**src/include/cnn_params.svh**
```systemverilog
`ifndef CNN_PARAMS_SVH
`define CNN_PARAMS_SVH

// datapath
`define CNN_DWIDTH    16
`define CNN_FRAC      8
`define CNN_KSIZE     3
`define CNN_NCORE     2

// memories and counts
`define CNN_IMG_AW    9
`define CNN_NET_AW    5
`define CNN_NET_WORDS 10
`define CNN_LWIDTH    4

// AXI4-Lite register map
`define CNN_REG_CTRL       12'h000
`define CNN_REG_STATUS     12'h004
`define CNN_REG_IMG_SIZE   12'h008
`define CNN_REG_TOTAL_OUT  12'h00C
`define CNN_REG_IN_OFFSET  12'h010
`define CNN_REG_OUT_OFFSET 12'h014
`define CNN_NET_BASE       12'h400
`define CNN_IMG_BASE       12'h800

`endif
```
**src/hdl/cnn_data_pkg.sv**
```systemverilog
`include "cnn_params.svh"

package cnn_data_pkg;

  // Q8.8 fixed point
  typedef logic signed [`CNN_DWIDTH-1:0] pixel_t;
  typedef logic signed [`CNN_DWIDTH-1:0] weight_t;

  typedef logic signed [39:0] acc_t;

  typedef struct packed {
    logic                   we;
    logic [`CNN_IMG_AW-1:0] addr;
    pixel_t                 data;
  } mem_wr_t;

endpackage

```
**src/hdl/cnn_ctrl_pkg.sv**
```systemverilog
`include "cnn_params.svh"

package cnn_ctrl_pkg;

  typedef enum logic [1:0] {
    PH_WAIT    = 2'd0,
    PH_NETWORK = 2'd1,
    PH_INPUT   = 2'd2,
    PH_OUTPUT  = 2'd3
  } phase_t;

  // control bus, one word per cycle
  typedef struct packed {
    logic                   start;
    logic                   valid;
    logic                   stop;
    logic [3:0]             kidx;
    logic                   load;
    logic [`CNN_IMG_AW-1:0] out_addr;
  } ctrl_bus_t;

  typedef struct packed {
    logic [`CNN_LWIDTH-1:0] img_size;
    logic [`CNN_LWIDTH-1:0] total_out;
    logic [`CNN_IMG_AW-1:0] in_offset;
    logic [`CNN_IMG_AW-1:0] out_offset;
  } layer_cfg_t;

endpackage

```
**src/hdl/cnn_out_serializer.sv**
```systemverilog
`timescale 1ns/1ps
`include "cnn_params.svh"

module cnn_out_serializer (
  input  logic                        clk,
  input  logic                        xrst,
  input  cnn_ctrl_pkg::layer_cfg_t    cfg,
  input  cnn_ctrl_pkg::ctrl_bus_t     ctrl,
  input  cnn_data_pkg::pixel_t        result0,
  input  cnn_data_pkg::pixel_t        result1,
  input  logic [`CNN_NCORE-1:0]       result_valid,
  output cnn_data_pkg::mem_wr_t       out_wr,
  output logic                        idle
);
  import cnn_data_pkg::*;

  localparam int IAW = `CNN_IMG_AW;

  logic [IAW-1:0] osz;
  logic [IAW-1:0] base_addr;
  pixel_t         hold1;
  logic           win_stop;
  logic           wait_res;
  logic           second;

  assign osz      = IAW'(cfg.img_size) - IAW'(`CNN_KSIZE - 1);
  assign win_stop = ctrl.valid && ctrl.stop && !ctrl.load;
  assign idle     = !(wait_res || second || out_wr.we);

  always_ff @(posedge clk) begin
    if (win_stop)
      base_addr <= ctrl.out_addr;
    if (&result_valid)
      hold1 <= result1;
  end

  // core 0 first, core 1 one channel plane further
  always_ff @(posedge clk) begin
    if (!xrst) begin
      wait_res <= 1'b0;
      second   <= 1'b0;
      out_wr   <= '0;
    end else begin
      wait_res    <= win_stop;
      second      <= &result_valid;
      out_wr.we   <= &result_valid || second;
      out_wr.addr <= second ? base_addr + osz * osz : base_addr;
      out_wr.data <= second ? hold1 : result0;
    end
  end

endmodule

```
**config.mk**
```make
export PLATFORM = sky130hd
export DESIGN_NAME = cnn_out_serializer
export DESIGN_NICKNAME = d
export VERILOG_FILES = /design/src/hdl/cnn_data_pkg.sv /design/src/hdl/cnn_ctrl_pkg.sv /design/src/hdl/cnn_out_serializer.sv
export VERILOG_INCLUDE_DIRS = /design/src /design/src/include
export SDC_FILE = /design/constraint.sdc
export NUM_CORES = 1
export LEC_CHECK = 0
export BUFFER_PORTS_ARGS = -buffer_cell sky130_fd_sc_hd__buf_2
export CAP_MARGIN = 20
export CORE_MARGIN = 10
export CORE_UTILIZATION = 44
export DETAILED_ROUTE_END_ITERATION = 10
export HOLD_SLACK_MARGIN = 0.02
export PLACE_DENSITY = 0.76
export SYNTH_ARGS = -nofsm -noshare
export SYNTH_HDL_FRONTEND = slang
export SYNTH_SLANG_ARGS = --single-unit
```
**constraint.sdc**
```tcl
create_clock -name clk -period 4.1 [get_ports clk]
set_clock_uncertainty 0.1 [all_clocks]
set_input_delay 0.205 -clock clk [delete_from_list [all_inputs] [get_ports clk]]
set_output_delay 0.205 -clock clk [all_outputs]
set_load 0.02 [all_outputs]
```
==> results.toml <==
[synthesis]
synth.net_count = 339
netlist_area_um2 = 2739
synth_top_family_by_area = "adder cells"
ys_seq_area_share_pct = 47.88
synth_most_common_cell = "inv_1"
ys.flop_type = "dfxtp_1"
ys_types = 27
synthSimpleGateAreaFrac_pct = 9.411
synth_common_cells = "inv_1, dfxtp_1, edfxtp_1"
async_reset_ff_share_pct = 0
syn_area_per_cell_um2 = 12.34
ys_warn_count = 0
synth_compound_area_share_pct = 3.243
synth_top_area_share_pct = 27.41
netlist_top_cells_area = "edfxtp_1, dfxtp_1, fa_1"
ys_ff_latch = 53
synth_fa_ha_area_share_pct = 22.29
yosys.area_share.xor_xnor_pct = 3.837
synth_edf_count = 25
syn_inst = 222
yosys.area.top_type = "edfxtp_1"
muxShareOfSynthArea_pct = 8.040

[pwr]
ir_worst_vdd_v = 0.0002811
switching_share_pct = 30.96
switching_power_mw = 0.4260
seqPwrFrac_pct = 43.7
p_per_area_nw_per_um2 = 370.1
p_int_mw = 0.9501
p_leak_nw = 1.714
p_comb_share_pct = 35.6
fin_total_pwr_mw = 1.376
p_clk_share_pct = 20.7

[worst_setup_path]
reg2reg_slack_ps = 520
reg2reg_depth = 10
worstPathMaxFanout = 3
cp-end-kind = "flip-flop"
reg2reg_from = "base_addr[5]$_DFFE_PP_"
required_ps = 4190
arrival_ps = 4080
cp-start-kind = "input pin"
crit_type = "in2reg"
rr_endpoint = "out_wr[24]$_SDFF_PN0_"

[placement]
globalplace.congestion = 0.7390
pre_cts_slack_ps = -276.9
placed_cell_area_um2 = 3363
dpl.hpwl_mm = 4.701
io_buffer_count = 78

[grt]
grt_pass1_vias = 2221
grt_usage_pct = 12.89
gr-total-overflow = 0
antenna_found_initial = 0
grt_max_degree = 29
grt_pass1_wl_mm = 10.44

[timing]
worst_slack_ps = 110.9
final_max_slew_viol_count = 0
rsz0062_at_grt = "true"
worst_pin_slew_ps = 842.5
finalSetupViolations = 0
fmax_mhz = 250.7
period_share_pct = 97.30
period_needed_ps = 3989
report.final.hold_viol_count = 0
relSlewSlack_pct = 43.63

[floorplanning]
pin_count = 106
core_um2 = 5991
start_util_pct = 45.72
die-width_um = 98.90
die_h_um = 98.90
dieArea_um2 = 9780
num_rows = 28

[clock_network]
cts_buffers = 5
cts_root_buffer = "clkbuf_8"
clock_latency_ps = 300
tritoncts = "yes"
h-tree-depth = 2
cts.path.max_buffers = 2
clk_pin_slew_ps = 100
clock-sinks = 53

[routing]
viasPerCell = 4.514
drtIter0Drc = 65
wl_per_cell_um = 14.64
first_pass_iters = 4
ant_nets = 0
routed_wl_mm = 6.150
drc_errors = 0
vias = 1896

[final_layout]
insertedDiodeCount = 0
nFillCells = 473
fin_nets = 461
drive_above_1_share_pct = 32.75
final_core_util_pct = 62.07
stdcell_area_um2 = 3719
syn_to_final_growth_pct = 35.77

[hold_path]
hold_path_end = "out_wr[7]$_SDFF_PN0_"
hp-class = "in2reg"
hp-start = "result0[7]"
min_path_cells = 3

[flow_run]
max_cap_violations = 0

[status]
status = "complete, no violations"
cells in the final DEF, fill, tap and decap left out, types with 3 or more instances in the layout:
cell type      count
and2_1             6
mux2i_1           22
xor2_1             3
nor2b_1           24
dfxtp_1           28
nand2_1            3
nor2_1             5
fa_1              16
xnor2_1            8
inv_1             29
buf_4             17
dlygate4sd3_1     25
buf_2             78
o21ai_0            4
clkbuf_8           5
ha_1              18
edfxtp_1          25
timing repair:
item,4_1_cts,5_1_grt
resized for setup,0,7
hold buffers,25,0
buffers inserted,0,1
hold endpoints to repair,25,0
endpoints found under the setup margin,0,4
area by class of cell:
| class | instances | area (µm²) | area share, % |
|---|---|---|---|
| tap | 75 | 93.84 | 2.524 |
| sequential | 53 | 1311 | 35.26 |
| inverter | 32 | 123.9 | 3.331 |
| clock inverter | 3 | 17.52 | 0.4711 |
| multi-input combinational | 132 | 1335 | 35.90 |
| clock buffer | 5 | 68.82 | 1.851 |
| timing repair buffer | 120 | 768.2 | 20.66 |
state kept, by name, summed over array words and instances, names as in the netlist:
signal / flops
out_wr: 26
hold1: 16
base_addr: 9
second: 1
wait_res: 1
per-stage QoR:
step | TNS (ps) | hold slack, ps | cells
global placement | -693.9 | 281.5 | 386
finish | 0 | 51.26 | 420
detailed placement | -946.9 | 283.1 | 386
global route | -72.26 | 45.03 | 420
CTS | 0 | 43.47 | 419
floorplan | 0 | 203.9 | 222
routing by layer:
metal  share of wire (%)  GRT usage [%]  wire, µm
met3                 7.0          4.399       431
met1                  39          13.80      2388
met5                   0              0         0
met4                0.75          2.977        46
met2                  53          23.65      3284
cells by family after synthesis:
logic type,Yosys count
xor gates and xnor gates,12
adders and majority gates,38
buffers and inverters,37
muxes,22
other,1
and+or+nand+nor,45
DFF,53
AOI/OAI and AO/OA,14
power groups by stage:
| stage | clock [mW] | combinational (mW) | sequential [mW] |
|---|---|---|---|
| 6_report | 0.285 | 0.490 | 0.602 |
| 2_1_floorplan | 0 | 0.293 | 0.635 |
| 3_3_place_gp | 0 | 0.433 | 0.612 |
| 5_1_grt | 0.319 | 0.560 | 0.605 |
| 4_1_cts | 0.293 | 0.480 | 0.602 |
| 3_5_place_dp | 0 | 0.457 | 0.614 |
worst max-delay path, stage by stage:
cell and delay, ps:
buf_2 110, clkinvlp_4 110, ha_4 170, xor2_2 160, nand2_2 90, fa_1 490, fa_1 540, inv_1 50
fa_1 530, inv_1 60, fa_2 580, inv_2 50, ha_4 210, a211oi_2 200, o21bai_1 120, a21oi_2 180
xnor2_1 130, a21oi_1 80
worst max path at each step:
| stage | start | endpoint | depth (start not counted) |
|---|---|---|---|
| final | cfg[23] | out_wr[24]$_SDFF_PN0_ | 18 |
| after global routing | cfg[23] | out_wr[24]$_SDFF_PN0_ | 18 |
| after CTS | cfg[23] | out_wr[23]$_SDFF_PN0_ | 19 |
| after detailed placement | cfg[23] | out_wr[23]$_SDFF_PN0_ | 19 |
| after global placement | cfg[23] | out_wr[23]$_SDFF_PN0_ | 19 |
| after floorplan | cfg[23] | out_wr[24]$_SDFF_PN0_ | 19 |
No activity file was read; power rests on OpenSTA's default activity.
