## src/include/cnn_params.svh

```systemverilog
`ifndef CNN_PARAMS_SVH
`define CNN_PARAMS_SVH

// datapath
`define CNN_DWIDTH    16
`define CNN_FRAC      8
`define CNN_KSIZE     3
`define CNN_NCORE     2

// memories and counts
`define CNN_IMG_AW    9
`define CNN_NET_AW    5
`define CNN_NET_WORDS 10
`define CNN_LWIDTH    4

// AXI4-Lite register map
`define CNN_REG_CTRL       12'h000
`define CNN_REG_STATUS     12'h004
`define CNN_REG_IMG_SIZE   12'h008
`define CNN_REG_TOTAL_OUT  12'h00C
`define CNN_REG_IN_OFFSET  12'h010
`define CNN_REG_OUT_OFFSET 12'h014
`define CNN_NET_BASE       12'h400
`define CNN_IMG_BASE       12'h800

`endif
```

## src/hdl/cnn_data_pkg.sv

```systemverilog
`include "cnn_params.svh"

package cnn_data_pkg;

  // Q8.8 fixed point
  typedef logic signed [`CNN_DWIDTH-1:0] pixel_t;
  typedef logic signed [`CNN_DWIDTH-1:0] weight_t;

  typedef logic signed [39:0] acc_t;

  typedef struct packed {
    logic                   we;
    logic [`CNN_IMG_AW-1:0] addr;
    pixel_t                 data;
  } mem_wr_t;

endpackage

```

## src/hdl/cnn_ctrl_pkg.sv

```systemverilog
`include "cnn_params.svh"

package cnn_ctrl_pkg;

  typedef enum logic [1:0] {
    PH_WAIT    = 2'd0,
    PH_NETWORK = 2'd1,
    PH_INPUT   = 2'd2,
    PH_OUTPUT  = 2'd3
  } phase_t;

  // control bus, one word per cycle
  typedef struct packed {
    logic                   start;
    logic                   valid;
    logic                   stop;
    logic [3:0]             kidx;
    logic                   load;
    logic [`CNN_IMG_AW-1:0] out_addr;
  } ctrl_bus_t;

  typedef struct packed {
    logic [`CNN_LWIDTH-1:0] img_size;
    logic [`CNN_LWIDTH-1:0] total_out;
    logic [`CNN_IMG_AW-1:0] in_offset;
    logic [`CNN_IMG_AW-1:0] out_offset;
  } layer_cfg_t;

endpackage

```

## src/hdl/cnn_conv_core.sv

```systemverilog
`timescale 1ns/1ps
`include "cnn_params.svh"

module cnn_conv_core #(
  parameter int CORE_ID = 0
) (
  input  logic                    clk,
  input  logic                    xrst,
  input  cnn_data_pkg::mem_wr_t   net_wr,
  input  logic                    net_sel,
  input  logic [`CNN_NET_AW-1:0]  net_raddr,
  output cnn_data_pkg::weight_t   net_host_rdata,
  input  cnn_ctrl_pkg::ctrl_bus_t ctrl,
  input  cnn_data_pkg::pixel_t    pixel_in,
  output cnn_data_pkg::pixel_t    result,
  output logic                    result_valid
);
  import cnn_data_pkg::*;

  localparam int   NAW     = `CNN_NET_AW;
  localparam int   KWORDS  = `CNN_KSIZE * `CNN_KSIZE;
  localparam acc_t PIX_MAX = 2 ** (`CNN_DWIDTH - 1) - 1;

  weight_t net_mem [2 ** NAW];
  weight_t net_rdata;
  weight_t kernel [KWORDS];
  weight_t bias;
  acc_t    acc;
  acc_t    acc_sum;
  acc_t    shifted;
  logic    win_stop;

  always_ff @(posedge clk) begin
    if (net_wr.we && net_sel == 1'(CORE_ID))
      net_mem[net_wr.addr[NAW-1:0]] <= net_wr.data;
    net_rdata      <= net_mem[net_raddr];
    net_host_rdata <= net_mem[net_wr.addr[NAW-1:0]];
  end

  // start of a window restarts the sum
  assign acc_sum  = (ctrl.start ? acc_t'(0) : acc) + pixel_in * kernel[ctrl.kidx];
  assign shifted  = (acc_sum + bias) >>> `CNN_FRAC;
  assign win_stop = ctrl.valid && !ctrl.load && ctrl.stop;

  always_ff @(posedge clk) begin
    if (ctrl.valid && ctrl.load) begin
      if (ctrl.kidx < KWORDS)
        kernel[ctrl.kidx] <= net_rdata;
      else
        bias <= net_rdata;
    end
    if (ctrl.valid && !ctrl.load)
      acc <= acc_sum;
    // relu, then saturate
    if (win_stop) begin
      if (shifted < 0)
        result <= '0;
      else if (shifted > PIX_MAX)
        result <= pixel_t'(PIX_MAX);
      else
        result <= pixel_t'(shifted);
    end
  end

  always_ff @(posedge clk)
    if (!xrst)
      result_valid <= 1'b0;
    else
      result_valid <= win_stop;

endmodule

```

## config.mk

```make
export PLATFORM = sky130hd
export DESIGN_NAME = cnn_conv_core
export DESIGN_NICKNAME = d
export VERILOG_FILES = /design/src/hdl/cnn_data_pkg.sv /design/src/hdl/cnn_ctrl_pkg.sv /design/src/hdl/cnn_conv_core.sv
export VERILOG_INCLUDE_DIRS = /design/src /design/src/include
export SDC_FILE = /design/constraint.sdc
export NUM_CORES = 2
export LEC_CHECK = 0
export BUFFER_PORTS_ARGS = -buffer_cell sky130_fd_sc_hd__buf_2
export CAP_MARGIN = 20
export CORE_MARGIN = 2
export CORE_UTILIZATION = 58
export CTS_CLUSTER_DIAMETER = 60
export DETAILED_ROUTE_END_ITERATION = 10
export GPL_TIMING_DRIVEN = 0
export PLACE_DENSITY_LB_ADDON = 0.15
export SYNTH_ARGS = -nofsm -noshare
export SYNTH_HDL_FRONTEND = slang
export SYNTH_SLANG_ARGS = --single-unit
export TNS_END_PERCENT = 50
```

## constraint.sdc

```tcl
create_clock -name clk -period 17.23 [get_ports clk]
set_clock_uncertainty 0.15 [all_clocks]
set_input_delay 5.169 -clock clk [delete_from_list [all_inputs] [get_ports clk]]
set_output_delay 5.169 -clock clk [all_outputs]
set_load 0.05 [all_outputs]
```

==> flow_summary_export.csv <==
group,metric,value,unit
status,outcome,"completed",
yosys,yosys_warnings,0,
routing,via_per_inst,6.423,
run,maxCapViolations,0,
die,row_count,103,
yosys,synth_seq_cells,761,
yosys,synth_ff_type,"edfxtp_1",
setup_path,start_kind,"input pin",
global_routing,use_met1,41.21,%
timing,rsz0062_at_grt,"no",
place,dp.cells,4221,
routing,drc,0,
setup_path,reg2reg_depth,38,
yosys,syn_area,45940,um^2
hold_path,hp-class,"flop to flop",
setup_path,cp-endpoint,"result[11]$_SDFFCE_PN0P_",
timing,maxSlewHeadroom,18.61,%
setup_path,max_stage_delay,0.61,ns
cells_and_area,final_layout_size_suffix_gt1_share,21.94,%
routing,num_vias,28150,
setup_path,critPathMaxFanout,10,
cells_and_area,num-nets-final,3811,
place,pre_cts_ws,-1.716,ns
timing,fin_ws,0.5659,ns
place,place.port_buffers,79,
clock_tree,clkTransAtPathRegs,0.06,ns
timing,setup_violations,0,
timing,max_freq,0.06001,GHz
global_routing,grt_max_degree,33,
clock_tree,cts_tree,"built",
routing,drtIter0Drc,3052,
yosys,synth_cell_types,78,
clock_tree,ctsHoldBuffers,0,
setup_path,timing.critical_path.arrival,16.86,ns
global_routing,grt_use_total,33.39,%
timing,final.min_clock_period,16.66,ns
global_routing,busiest_layer,"met2",
cells_and_area,final_common_cell,"edfxtp_1",
yosys,async_flop_share,0,%
routing,routedWlPerCell,30.02,um
yosys,netlist_instances,3017,
global_routing,met3_usage,5.710,%
routing,drt-total-wl,131.6,mm
yosys,syn_avg_cell_area,15.23,um^2
clock_tree,clk_latency,0.65,ns
setup_path,worst-path-buf-inv,10,
global_routing,grt_overflow,0,
setup_path,cp_common_cell,"fa_1",
place,hpwl,101.1,mm
setup_path,path_depth,41,
die,start_util,58.34,%
clock_tree,clock_path_buffers,3,
setup_path,cp-startpoint,"ctrl[10]",
place,gp_congestion,0.9373,
clock_tree,root_buffer,"clkbuf_16",
setup_path,r2r_start,"kernel[3][5]$_DFFE_PP_",
setup_path,critical_path_class,"input pin to flop",
die,pin_count,100,
die,coreArea,78740,um^2
global_routing,met2_usage,54.93,%
global_routing,antenna_found_initial,9,
yosys,synth_nets,3568,
setup_path,endpoint_kind,"flop",
yosys,synth_edf_count,728,
clock_tree,cts_made_buffers,82,
clock_tree,htree_num_levels,3,
cells_and_area,mostFrequentLayoutCells,"edfxtp_1, inv_1, fa_1",
yosys,seq_area_frac_synth,49.03,%
timing,worst_slew_pin_slew,1.221,ns
setup_path,r2r-end,"result[11]$_SDFFCE_PN0P_",
die,die_w,285.4,um
timing,drv_slew,0,
die,fp.dieH,285.4,um
global_routing,grt_pass1_wl,196.0,mm
cells_and_area,final_cells,4382,
setup_path,reg2reg_setup_slack,5.28,ns
timing,hold_viol,0,
die,dieArea,81470,um^2
timing,fin_crit_sh,96.72,%
global_routing,grt_pass1_vias,30210,
setup_path,required,17.42,ns
cells_and_area,layout-area-overhead-vs-synth,13.31,%
routing,drtAntennaViolNets,0,
setup_path,crit_family,"adder cells",
routing,dr.pass1.iters,6,
clock_tree,clock_sinks,761,
setup_path,slowest_stage,"a2111oi_2",
registers in the layout (all words and copies together) (netlist names):
register	cells
bias	16
kernel	144
result_valid	1
result	16
net_host_rdata	16
net_mem	512
net_rdata	16
acc	40
kinds of logic after synthesis:
| group | Yosys count | share of synthesized area [%] |
|---|---|---|
| flops | 761 | 49.03 |
| simple gates | 551 | 6.150 |
| buf+inv | 505 | 4.156 |
| fa+ha+maj | 484 | 18.58 |
| mux | 356 | 16.52 |
| compound gates | 300 | 4.412 |
| xor+xnor | 59 | 1.155 |
| other cells | 1 | 0.008163 |
layout make-up:
class	count	area, um^2
Multi-Input combinational cell	1751	21670
Clock buffer	104	2226
Timing Repair Buffer	164	1678
Buffer	140	563.0
Sequential cell	761	22520
Tap cell	1050	1314
Fill cell	5492	26690
Antenna cell	4	10.01
Clock inverter	48	721.9
Inverter	360	1351
worst register-to-register path, delay by kind of cell, from the launching register on:
family | cells | cell delay, ns
AO/OA/AOI/OAI | 14 | 4.03
XOR/XNOR | 1 | 0.12
adder cells (fa/ha/maj) | 8 | 3.51
buffers and inverters | 5 | 1.07
flip-flops | 1 | 0.37
multiplexers | 2 | 0.62
AND/OR/NAND/NOR | 8 | 1.80
what timing repair did:
action / in CTS / in global routing
endpoints found under the setup margin: 15 / 15
setup buffers: 0 / 2
resized for setup: 15 / 14
pin swaps: 0 / 1
per-layer routing:
| layer | vias up | wire length [um] |
|---|---|---|
| met4 | 8 | 10460 |
| met2 | 1593 | 64430 |
| li1 | 11640 | - |
| met3 | 408 | 10640 |
| met5 | - | 46 |
| met1 | 14500 | 45980 |
cells in the mapped netlist, types with 10 or more instances:
cell type	count	area (um^2)
edfxtp_1	728	21860
inv_1	360	1351
fa_1	330	6606
mux4_2	320	7207
nand2_1	157	589.3
ha_1	154	1927
nor2b_1	125	782.0
nor2_1	107	401.6
clkbuf_1	105	394.1
a21oi_1	74	370.4
a22oi_1	66	495.5
and2_1	47	294.0
o21ai_0	37	185.2
xnor2_1	35	306.5
buf_1	34	127.6
dfxtp_1	33	660.6
a21o_1	24	180.2
xor2_1	23	201.4
nand2b_1	22	137.6
nand4_1	21	131.4
mux2i_1	20	200.2
mux2_2	16	180.2
nand3_1	14	70.07
nor3_1	14	70.07
and3_1	12	75.07
o21bai_1	11	82.58
a21oi_2	10	87.58
o21ai_1	10	50.05
stage by stage:
stage                     area [um^2]  hold slack (ns)  setup TNS (ns)  util, %
after detailed placement        48920           0.4391          -24.53    62.13
after CTS                       51900           0.4221               0    65.91
after floorplan                 45940           0.3778               0        -
after global placement          47650           0.4235          -26.16    60.51
after global routing            52040           0.4471               0    66.10
final                           52050           0.4262               0    66.11
how the worst min path moves through the flow:
stage	slack, ns	startpoint	end	cells past startpoint
floorplan	0.38	net_rdata[0]$_DFF_P_	bias[0]$_DFFE_PP_	0
global placement	0.42	net_rdata[3]$_DFF_P_	kernel[2][3]$_DFFE_PP_	0
detailed placement	0.44	net_rdata[6]$_DFF_P_	kernel[1][6]$_DFFE_PP_	0
CTS	0.42	net_rdata[11]$_DFF_P_	kernel[4][11]$_DFFE_PP_	0
global route	0.45	net_rdata[11]$_DFF_P_	kernel[4][11]$_DFFE_PP_	0
finish	0.43	net_rdata[11]$_DFF_P_	kernel[4][11]$_DFFE_PP_	0
Power is not shown: default switching activity piles up to over one toggle a cycle in this logic, so the estimate is an artifact.
