`src/include/cnn_params.svh`:
```
`ifndef CNN_PARAMS_SVH
`define CNN_PARAMS_SVH

// datapath
`define CNN_DWIDTH    16
`define CNN_FRAC      8
`define CNN_KSIZE     3
`define CNN_NCORE     2

// memories and counts
`define CNN_IMG_AW    9
`define CNN_NET_AW    5
`define CNN_NET_WORDS 10
`define CNN_LWIDTH    4

// AXI4-Lite register map
`define CNN_REG_CTRL       12'h000
`define CNN_REG_STATUS     12'h004
`define CNN_REG_IMG_SIZE   12'h008
`define CNN_REG_TOTAL_OUT  12'h00C
`define CNN_REG_IN_OFFSET  12'h010
`define CNN_REG_OUT_OFFSET 12'h014
`define CNN_NET_BASE       12'h400
`define CNN_IMG_BASE       12'h800

`endif
```
`src/hdl/cnn_data_pkg.sv`:
```
`include "cnn_params.svh"

package cnn_data_pkg;

  // Q8.8 fixed point
  typedef logic signed [`CNN_DWIDTH-1:0] pixel_t;
  typedef logic signed [`CNN_DWIDTH-1:0] weight_t;

  typedef logic signed [39:0] acc_t;

  typedef struct packed {
    logic                   we;
    logic [`CNN_IMG_AW-1:0] addr;
    pixel_t                 data;
  } mem_wr_t;

endpackage

```
`src/hdl/cnn_ctrl_pkg.sv`:
```
`include "cnn_params.svh"

package cnn_ctrl_pkg;

  typedef enum logic [1:0] {
    PH_WAIT    = 2'd0,
    PH_NETWORK = 2'd1,
    PH_INPUT   = 2'd2,
    PH_OUTPUT  = 2'd3
  } phase_t;

  // control bus, one word per cycle
  typedef struct packed {
    logic                   start;
    logic                   valid;
    logic                   stop;
    logic [3:0]             kidx;
    logic                   load;
    logic [`CNN_IMG_AW-1:0] out_addr;
  } ctrl_bus_t;

  typedef struct packed {
    logic [`CNN_LWIDTH-1:0] img_size;
    logic [`CNN_LWIDTH-1:0] total_out;
    logic [`CNN_IMG_AW-1:0] in_offset;
    logic [`CNN_IMG_AW-1:0] out_offset;
  } layer_cfg_t;

endpackage

```
`src/hdl/cnn_axil_regs.sv`:
```
`timescale 1ns/1ps
`include "cnn_params.svh"

module cnn_axil_regs (
  input  logic                     clk,
  input  logic                     xrst,
  input  logic [11:0]              s_awaddr,
  input  logic                     s_awvalid,
  output logic                     s_awready,
  input  logic [31:0]              s_wdata,
  input  logic [3:0]               s_wstrb,
  input  logic                     s_wvalid,
  output logic                     s_wready,
  output logic [1:0]               s_bresp,
  output logic                     s_bvalid,
  input  logic                     s_bready,
  input  logic [11:0]              s_araddr,
  input  logic                     s_arvalid,
  output logic                     s_arready,
  output logic [31:0]              s_rdata,
  output logic [1:0]               s_rresp,
  output logic                     s_rvalid,
  input  logic                     s_rready,
  output logic                     start,
  output cnn_ctrl_pkg::layer_cfg_t cfg,
  input  logic                     done,
  output cnn_data_pkg::mem_wr_t    host_img_wr,
  output logic [`CNN_IMG_AW-1:0]   host_img_raddr,
  input  cnn_data_pkg::pixel_t     host_img_rdata,
  output cnn_data_pkg::mem_wr_t    net_wr,
  output logic                     net_sel,
  input  cnn_data_pkg::weight_t    net_host_rdata [`CNN_NCORE]
);
  import cnn_data_pkg::*;

  localparam int IAW = `CNN_IMG_AW;
  localparam int DW  = `CNN_DWIDTH;
  localparam int LW  = `CNN_LWIDTH;

  logic        wr_en;
  logic        ar_mem;
  logic        rd_pend;
  logic        rd_mem;
  logic        rd_img;
  logic [31:0] reg_rdata;
  pixel_t      mem_rdata;

//============================================================
// write channel
//============================================================

  assign s_awready = s_awvalid && s_wvalid && !s_bvalid;
  assign s_wready  = s_awready;
  assign s_bresp   = 2'b00;
  assign wr_en     = s_awready && |s_wstrb;

  always_ff @(posedge clk)
    if (!xrst)
      s_bvalid <= 1'b0;
    else if (s_awready)
      s_bvalid <= 1'b1;
    else if (s_bready)
      s_bvalid <= 1'b0;

  always_ff @(posedge clk) begin
    if (!xrst) begin
      start       <= 1'b0;
      cfg         <= '0;
      host_img_wr <= '0;
      net_wr      <= '0;
      net_sel     <= 1'b0;
    end else begin
      start          <= wr_en && s_awaddr == `CNN_REG_CTRL && s_wdata[0];
      host_img_wr.we <= wr_en && s_awaddr[11];
      net_wr.we      <= wr_en && s_awaddr[11:10] == 2'b01;
      if (wr_en) begin
        host_img_wr.addr <= s_awaddr[10:2];
        host_img_wr.data <= s_wdata[DW-1:0];
        net_wr.addr      <= IAW'(s_awaddr[6:2]);
        net_wr.data      <= s_wdata[DW-1:0];
        net_sel          <= s_awaddr[8];
        case (s_awaddr)
          `CNN_REG_IMG_SIZE:   cfg.img_size   <= s_wdata[LW-1:0];
          `CNN_REG_TOTAL_OUT:  cfg.total_out  <= s_wdata[LW-1:0];
          `CNN_REG_IN_OFFSET:  cfg.in_offset  <= s_wdata[IAW-1:0];
          `CNN_REG_OUT_OFFSET: cfg.out_offset <= s_wdata[IAW-1:0];
          default: ;
        endcase
      end else if (s_arready) begin
        // weight memory host reads share the write address
        net_wr.addr <= IAW'(s_araddr[6:2]);
        net_sel     <= s_araddr[8];
      end
    end
  end

//============================================================
// read channel
//============================================================

  assign s_arready = s_arvalid && !s_rvalid && !rd_pend;
  assign s_rresp   = 2'b00;
  assign ar_mem    = |s_araddr[11:10];

  // memory reads wait one more cycle for the registered port
  always_ff @(posedge clk) begin
    if (!xrst) begin
      s_rvalid <= 1'b0;
      rd_pend  <= 1'b0;
      rd_mem   <= 1'b0;
    end else if (s_arready) begin
      s_rvalid <= !ar_mem;
      rd_pend  <= ar_mem;
      rd_mem   <= ar_mem;
    end else if (rd_pend) begin
      s_rvalid <= 1'b1;
      rd_pend  <= 1'b0;
    end else if (s_rready) begin
      s_rvalid <= 1'b0;
    end
  end

  always_ff @(posedge clk)
    if (s_arready) begin
      rd_img         <= s_araddr[11];
      host_img_raddr <= s_araddr[10:2];
      case (s_araddr)
        `CNN_REG_STATUS:     reg_rdata <= {31'b0, done};
        `CNN_REG_IMG_SIZE:   reg_rdata <= 32'(cfg.img_size);
        `CNN_REG_TOTAL_OUT:  reg_rdata <= 32'(cfg.total_out);
        `CNN_REG_IN_OFFSET:  reg_rdata <= 32'(cfg.in_offset);
        `CNN_REG_OUT_OFFSET: reg_rdata <= 32'(cfg.out_offset);
        default:             reg_rdata <= '0;
      endcase
    end

  assign mem_rdata = rd_img ? host_img_rdata : net_host_rdata[net_sel];
  // sign extended
  assign s_rdata   = rd_mem ? 32'(mem_rdata) : reg_rdata;

endmodule

```
`config.mk`:
```
export PLATFORM = sky130hd
export DESIGN_NAME = cnn_axil_regs
export DESIGN_NICKNAME = d
export VERILOG_FILES = /design/src/hdl/cnn_data_pkg.sv /design/src/hdl/cnn_ctrl_pkg.sv /design/src/hdl/cnn_axil_regs.sv
export VERILOG_INCLUDE_DIRS = /design/src /design/src/include
export SDC_FILE = /design/constraint.sdc
export NUM_CORES = 1
export LEC_CHECK = 0
export BUFFER_PORTS_ARGS = -buffer_cell sky130_fd_sc_hd__buf_2
export CAP_MARGIN = 20
export CORE_MARGIN = 1.5
export CORE_UTILIZATION = 43
export CTS_BUF_LIST = sky130_fd_sc_hd__clkbuf_4 sky130_fd_sc_hd__clkbuf_8 sky130_fd_sc_hd__clkbuf_16
export CTS_CLUSTER_DIAMETER = 200
export DETAILED_ROUTE_END_ITERATION = 10
export PLACE_DENSITY_LB_ADDON = 0.12
export SLEW_MARGIN = 30
export SYNTH_ARGS = -nofsm -noshare
export SYNTH_HDL_FRONTEND = slang
export SYNTH_SLANG_ARGS = --single-unit
export TNS_END_PERCENT = 5
```
`constraint.sdc`:
```
create_clock -name clk -period 2.6 [get_ports clk]
set_clock_uncertainty 0.05 [all_clocks]
set_input_delay 0.26 -clock clk [delete_from_list [all_inputs] [get_ports clk]]
set_output_delay 0.26 -clock clk [all_outputs]
set_load 0.01 [all_outputs]
```
==> results of run 1 <==
-- kinds of logic (layout without fill, tap and decap cells) --
logic type      count (synthesis)  in the layout  synth area share [%]
simple gates                  156            156                  18.2
flops                          83             83                  45.9
buf+inv                        71            250                  10.8
compound gates                 66             66                  8.41
mux                            65             65                  16.6
other cells                     1              8                0.0930
-- cells in the final DEF, fill, tap and decap left out, types with 2 or more instances in the layout --
cell | synthesis | final
sky130_fd_sc_hd__inv_1 | 3 | 3
sky130_fd_sc_hd__and3_1 | 3 | 3
sky130_fd_sc_hd__mux2_2 | 15 | 15
sky130_fd_sc_hd__nand2b_1 | 3 | 3
sky130_fd_sc_hd__edfxtp_1 | 19 | 19
sky130_fd_sc_hd__buf_4 | 41 | 9
sky130_fd_sc_hd__nor4_1 | 3 | 2
sky130_fd_sc_hd__nand2_1 | 106 | 106
sky130_fd_sc_hd__o21ai_0 | 22 | 22
sky130_fd_sc_hd__nand3b_1 | 4 | 4
sky130_fd_sc_hd__mux2i_1 | 50 | 50
sky130_fd_sc_hd__clkbuf_8 | 0 | 10
sky130_fd_sc_hd__buf_2 | 7 | 221
sky130_fd_sc_hd__or3_1 | 2 | 2
sky130_fd_sc_hd__nor2_1 | 9 | 8
sky130_fd_sc_hd__nand4_1 | 5 | 5
sky130_fd_sc_hd__nor3_1 | 3 | 3
sky130_fd_sc_hd__nor3b_1 | 3 | 2
sky130_fd_sc_hd__conb_1 | 1 | 8
sky130_fd_sc_hd__a21oi_1 | 39 | 39
sky130_fd_sc_hd__o22ai_1 | 3 | 3
sky130_fd_sc_hd__dfxtp_1 | 64 | 64
sky130_fd_sc_hd__nor4b_1 | 2 | 2
sky130_fd_sc_hd__and2_1 | 7 | 7
sky130_fd_sc_hd__or4_1 | 2 | 2
-- worst max-delay path, cell delays in order, from the launching register on --
cell,delay [ns]
sky130_fd_sc_hd__edfxtp_1,0.86
sky130_fd_sc_hd__nand2_1,0.10
sky130_fd_sc_hd__o21ai_0,0.10
sky130_fd_sc_hd__and2_1,0.37
sky130_fd_sc_hd__buf_2,0.21
-- area by class of cell --
| type | count | area [sq um] |
|---|---|---|
| inverters | 3 | 11.3 |
| fillers | 864 | 3950 |
| repair buffers | 231 | 1190 |
| well taps | 111 | 139 |
| clock buffers | 12 | 170 |
| clock inverters | 4 | 53.8 |
| flip-flops and latches | 83 | 1850 |
| multi-input cells | 295 | 1780 |
-- stage by stage --
step	setup slack, ns	util [%]	cell area, sq um	hold WS (ns)	power [mW]
floorplan	0.385	-	4060	0.287	1.73
global placement	0.489	54.4	4980	0.389	1.90
detailed placement	0.460	54.4	4980	0.395	1.91
CTS	0.265	56.9	5200	0.0300	2.92
global route	0.0501	56.9	5200	0.0408	3.02
finish	0.316	56.9	5200	0.0484	2.89
-- flip-flops by register name (all words and copies together) (netlist names) --
register,cells
cfg,26
host_img_raddr,9
host_img_wr,10
net_sel,1
net_wr,22
rd_img,1
rd_mem,1
rd_pend,1
reg_rdata,9
s_bvalid,1
s_rvalid,1
start,1
-- how the worst max path moves through the flow --
| stage | slack (ns) | endpoint |
|---|---|---|
| floorplan | 0.39 | s_rdata[16] |
| global placement | 0.49 | cfg[8] |
| detailed placement | 0.46 | cfg[8] |
| CTS | 0.27 | s_rdata[22] |
| global route | 0.05 | s_rdata[15] |
| finish | 0.32 | s_rdata[25] |
-- per-layer routing --
layer	vias up	share of wire (%)	track usage, %	routed length, um
li1	1817	-	-	-
met1	1625	42	24.6	4360
met2	153	49	34.9	5100
met3	12	8.3	5.08	874
met4	0	1.4	7.15	151
met5	-	0	0	0
-- power by group through the flow --
stage	Clock [mW]	Combinational, mW	Sequential, mW
after floorplan	0	0.284	1.44
after global placement	0	0.465	1.44
after global routing	1.09	0.513	1.42
final	1.02	0.466	1.41
after detailed placement	0	0.470	1.44
after CTS	1.04	0.471	1.41
==> impl_results.md, run 1 <==
* Gpl congestion at about 0.76
* Initial antenna violation count at 0
* Fraction of power spent switching nets at 26.2%
* Synthesized netlist cell count at 442
* Global-route wire length before repair at approximately 16000 um
* Clock buffers created by TritonCTS at 9
* Net Sw Power at about 760 uW
* # DRC at 0
* Antenna diode instance count at 0
* Endpoint kind of the worst setup timing path: output port
* Max capacitance violation total at 0
* Clock power frac at 35.2%
* Run status: completed
* CP Max Fanout at 32
* Final Hold Viols at 0
* Cell depth of the worst hold path at 1
* Final-layout setup total negative slack at 0 ns
* Mean instance size in the synthesized netlist at 9.12 sq um
* Synthesis warning total at 0
* CTS tree: yes
* Insertion delay of the later-clocked pin in the worst-skew pair at approximately 0.35 ns
* Number of rows in the core area at 35
* Starting density of the core at between 40% and 50%
* Async S/R FF share, synth at 0%
* Clock sink count at 83
* Peak supply drop at between 0.3 and 0.4 mV
* Portion of the post-synthesis area used by sequential elements at between 40% and 50%
* Commonest cells in the synthesized netlist: sky130_fd_sc_hd__nand2_1, sky130_fd_sc_hd__dfxtp_1, sky130_fd_sc_hd__mux2i_1
* Seq cells post-synth at between 80 and 90
* Data arrival time of the worst path at 1.97 ns
* Pin count of the biggest net entering global routing at 34
* Routed WL at 10500 um
* Clock transition at path regs at 0.08 ns
* Synthesis-to-finish area growth at 29.0%
* Cell internal power dissipation at 2.13 mW
* Startpoint of the worst register-to-register path: s_bvalid
* Number of H-tree branching levels at 3
* Violation count after the first detailed-route iteration at between 100 and 150
* Post-route clock period utilization at 87.9%
* Routed vias at around 3.6k
* Detailed-placement wirelength estimate at 8060 um
* Top-level port count at between 200 and 250
* Global-route total usage across every layer at roughly a fifth
* Startpoint Class: flip-flop
* Final routed wire length divided by cell count at about 14 um
* Grt ovf at 0
* Slack of the worst reg-to-reg path at approximately 0.6 ns
* Vertical die dimension at 99.8 um
* Leakage power of the design at about 2.6 nW
* Seq pwr share at ~50%
* Hold Buf Count CTS at 0
* Residual antenna-violating net count after detailed routing at 0
* Buffers inserted by post-CTS timing repair at 0
* Top area cells in the synthesized netlist: sky130_fd_sc_hd__dfxtp_1, sky130_fd_sc_hd__edfxtp_1, sky130_fd_sc_hd__mux2i_1
* Non-filler instance count after layout at around 740
* Synth cell types at 32
* Share of layout cells above drive strength 1 at a little over two fifths
* Worst-case reg-to-reg path depth at 5
* Leading cell type by number of instances after synthesis: sky130_fd_sc_hd__nand2_1
* Hold worst-path end: host_img_raddr[7]
* Max Transition Viols Final at 0
* Post-synth EDFFs at 19
* Max Buffers Root-to-Sink at 2
* Layout Nets at between 700 and 800
* Crit path from: rd_img
* Detailed-router iteration count before antenna repair at 4
* Vias in the first global route at 3145
* Area leader, netlist: sky130_fd_sc_hd__dfxtp_1
* Worst reg2reg endpoint: cfg[3]
* Area enclosed by the die boundary at approximately 10000 sq um
* Post-cts resize count at 0
* Required time of the critical path at 2.29 ns
* Headroom to the max-slew limit at between 40% and 50%
* Number of placed instances, taps included at just over 700
* Count of input and output buffers at 221
* Minimum clock period after layout at 2.28 ns
* Power density over the cells at 556 nW/um^2
* Worst hold path startpoint: s_araddr[9]
* Slew at the pin closest to its max-slew limit at around 0.77 ns
* DR vias/cell at ~4.9
* Setup repair after global routing missed its margin: false
* Die width at 99.8 um
* Cell Area, Synth at ~4000 sq um
* Number of setup violations in the final report at 0
* Worst setup path class: reg -> out
* Worst hold-check path type: in -> reg
* Peak clock frequency supported by timing at 438 MHz
* Top_reg_cell synth: sky130_fd_sc_hd__dfxtp_1
* Combinational cell fraction of total power at roughly 16%
* Top cell type's share of synthesized area at a little under a third
* Cell chosen for the clock root: sky130_fd_sc_hd__clkbuf_8
* Standard cell core area at around 9200 sq um
Power figures use the tool's default switching activity.
==> run 2, diff against run 1 <==
Settings changed: CORE_UTILIZATION 43 to 46.
Clock period 2.6 ns to 2.72 ns, I/O delays scaled along.
==> run 2 against run 1 <==
  * Register-to-register slack better by 0.10 ns
  * Flip-flop and latch count unchanged
  * Via count is 0.36% lower
  * Utilization up 5.4 points
  * Global-route usage rose by 1.7 points
  * Die area fell by 6.3%
  * Total power down 3.8%
  * Largest power group unchanged
  * Count of clock-buffer cells in the layout stayed put
  * Critical path type unchanged
  * Largest cell class unchanged
  * First-iteration DRC count up 51%
  * Combinational power is 4.9% lower
  * Sequential power decreased by 5%
==> impl_results.md, run 2 (synthesized netlist as in run 1, its figures left out) <==
* Startpoint Class: flip-flop (unchanged)
* Initial antenna violation count at 0 (unchanged)
* Power density over the cells at 536 nW/um^2 (was 556 nW/um^2)
* CTS tree: yes (unchanged)
* Synthesis-to-finish area growth at 28.7% (was 29.0%)
* Area enclosed by the die boundary at 9340 sq um (was 9970 sq um)
* Peak clock frequency supported by timing at around 430 MHz
* Slack of the worst reg-to-reg path at 0.70 ns (was 0.60 ns)
* Max Buffers Root-to-Sink at 2 (unchanged)
* Global-route total usage across every layer at 22.0% (was 20.2%)
* Largest registers in the final layout: cfg: 26 flops, net_wr: 22 flops, host_img_wr: 10 flops (unchanged)
* Clock transition at path regs at 0.08 ns (about the same)
* Setup repair after global routing missed its margin: false (unchanged)
* Dpl ws at 0.573 ns (was 0.460 ns)
* Die width at 96.6 um (was 99.8 um)
* Global-route wire length before repair at 16700 um (was 15800 um)
* Worst reg2reg endpoint: cfg[7] (was cfg[3])
* Startpoint of the worst register-to-register path: s_bvalid (unchanged)
* Final worst slack at 0.420 ns (was 0.316 ns)
* Leakage power of the design at 2.55 nW (was 2.56 nW)
* Final Hold Viols at 0 (unchanged)
* Gpl congestion at 0.803 (was 0.758)
* Detailed-placement wirelength estimate at 8080 um (was 8060 um)
* Detailed-router iteration count before antenna repair at 4 (unchanged)
* Worst-case reg-to-reg path depth at 5 (unchanged)
* Routed WL at 10500 um (about the same)
* Grt ovf at 0 (unchanged)
* Clock sink count at 83 (unchanged)
* Top-level port count at 246 (unchanged)
* Peak supply drop at 0.329 mV (was 0.304 mV)
* Number of setup violations in the final report at 0 (unchanged)
* Max Transition Viols Final at 0 (unchanged)
* Layout Nets at 736 (was 739)
* Buffers inserted by post-CTS timing repair at 0 (unchanged)
* Final-layout setup total negative slack at 0 ns (unchanged)
* Data arrival time of the worst path at 1.98 ns (was 1.97 ns)
* Headroom to the max-slew limit at 48.2% (was 48.3%)
* Worst Hold Margin at 0.0644 ns (was 0.0484 ns)
* Hold Buf Count CTS at 0 (unchanged)
* Clock buffers created by TritonCTS at 9 (unchanged)
* Standard cell core area at 8340 sq um (was 9150 sq um)
* Number of H-tree branching levels at 3 (unchanged)
* Post-cts resize count at 0 (unchanged)
* Vias in the first global route at 3315 (was 3145)
* Hold worst-path end: host_img_raddr[5] (was host_img_raddr[7])
* Antenna diode instance count at 0 (unchanged)
* Number of rows in the core area at 33 (was 35)
* CP Max Fanout at 32 (unchanged)
* Count of input and output buffers at 221 (unchanged)
* Crit path from: rd_img (unchanged)
* Crit. path cell count at 4 (unchanged)
* Endpoint kind of the worst setup timing path: output port (unchanged)
* Final routed wire length divided by cell count at 14.4 um (was 14.2 um)
* Vertical die dimension at 96.6 um (was 99.8 um)
* Crit path max-delay family: flip-flops (unchanged)
* Critical Path Max Stage Delay at 0.86 ns (about the same)
* Run status: completed (unchanged)
* Cell depth of the worst hold path at 1 (unchanged)
* Starting density of the core at 48.3% (was 44.1%)
* Most common cell after layout, fill and taps aside: sky130_fd_sc_hd__buf_2 (unchanged)
* Worst setup path class: reg -> out (unchanged)
* Worst hold path startpoint: s_araddr[7] (was s_araddr[9])
* Violation count after the first detailed-route iteration at 183 (was 121)
* Largest register FFs at 26 (unchanged)
* Max capacitance violation total at 0 (unchanged)
* Pin count of the biggest net entering global routing at 34 (unchanged)
* # DRC at 0 (unchanged)
* Buffers plus inverters on the worst setup path at 1 (unchanged)
* Insertion delay of the later-clocked pin in the worst-skew pair at 0.35 ns (about the same)
* Routed vias at 3594 (was 3607)
* Residual antenna-violating net count after detailed routing at 0 (unchanged)
* Required time of the critical path at 2.40 ns (was 2.29 ns)
* Cell chosen for the clock root: sky130_fd_sc_hd__clkbuf_8 (unchanged)
* Crit-path cells: nand2_1 > o21ai_0 > and2_1 > buf_2 (unchanged)
* Post-route clock period utilization at about 85%
* DR vias/cell at 4.92 (was 4.88)
* Minimum clock period after layout at between 2 and 2.5 ns
* Worst hold-check path type: in -> reg (unchanged)
* Commonest cells after routing, fill and taps aside: sky130_fd_sc_hd__buf_2, sky130_fd_sc_hd__nand2_1, sky130_fd_sc_hd__dfxtp_1, sky130_fd_sc_hd__mux2i_1, sky130_fd_sc_hd__a21oi_1 (unchanged)
* Share of layout cells above drive strength 1 at 42.2% (was 42.5%)
* Slowest stage cell on the critical path: sky130_fd_sc_hd__edfxtp_1 (unchanged)
* Most flop-heavy register: cfg (unchanged)
* Slew at the pin closest to its max-slew limit at 0.777 ns (was 0.775 ns)
* Fillers at 760 (was 864)
[run 2: how the worst max path moves through the flow]
stage	to	slack [ns]
final	s_rdata[21]	0.42
after global routing	s_rdata[29]	0.17
after CTS	s_rdata[21]	0.38
after detailed placement	cfg[4]	0.57
after global placement	cfg[6]	0.60
after floorplan	s_rdata[16]	0.49
[run 2: routing by layer]
| metal | track usage, % | part of all wire [%] | up-vias |
|---|---|---|---|
| met5 | 0 | 0 | - |
| met4 | 9.25 | 2.3 | 0 |
| met3 | 4.84 | 6.8 | 17 |
| met2 | 37.1 | 50 | 156 |
| met1 | 27.0 | 41 | 1609 |
| li1 | - | - | 1812 |
[run 2: cell type report]
| type | instances | area [sq um] | share of cell area [%] |
|---|---|---|---|
| clock inverter | 4 | 52.6 | 1.01 |
| tap | 105 | 131 | 2.53 |
| sequential | 83 | 1850 | 35.7 |
| timing repair buffer | 228 | 1170 | 22.6 |
| multi-input combinational | 295 | 1790 | 34.5 |
| clock buffer | 12 | 181 | 3.50 |
| inverter | 3 | 11.3 | 0.217 |
[run 2: report_power, final]
group	internal (mW)	switching [mW]
registers	1.31	0.0330
clock network	0.550	0.444
logic	0.202	0.241
total	2.06	0.717
[run 2: metrics by stage]
stage / utilization, % / instances / cell area [sq um] / total power [mW]
floorplan: - / 449 / 4060 / 1.65
global placement: 59.3 / 714 / 4950 / 1.81
detailed placement: 59.4 / 714 / 4950 / 1.82
CTS: 62.2 / 730 / 5190 / 2.80
global route: 62.2 / 730 / 5190 / 2.90
finish: 62.2 / 730 / 5190 / 2.78
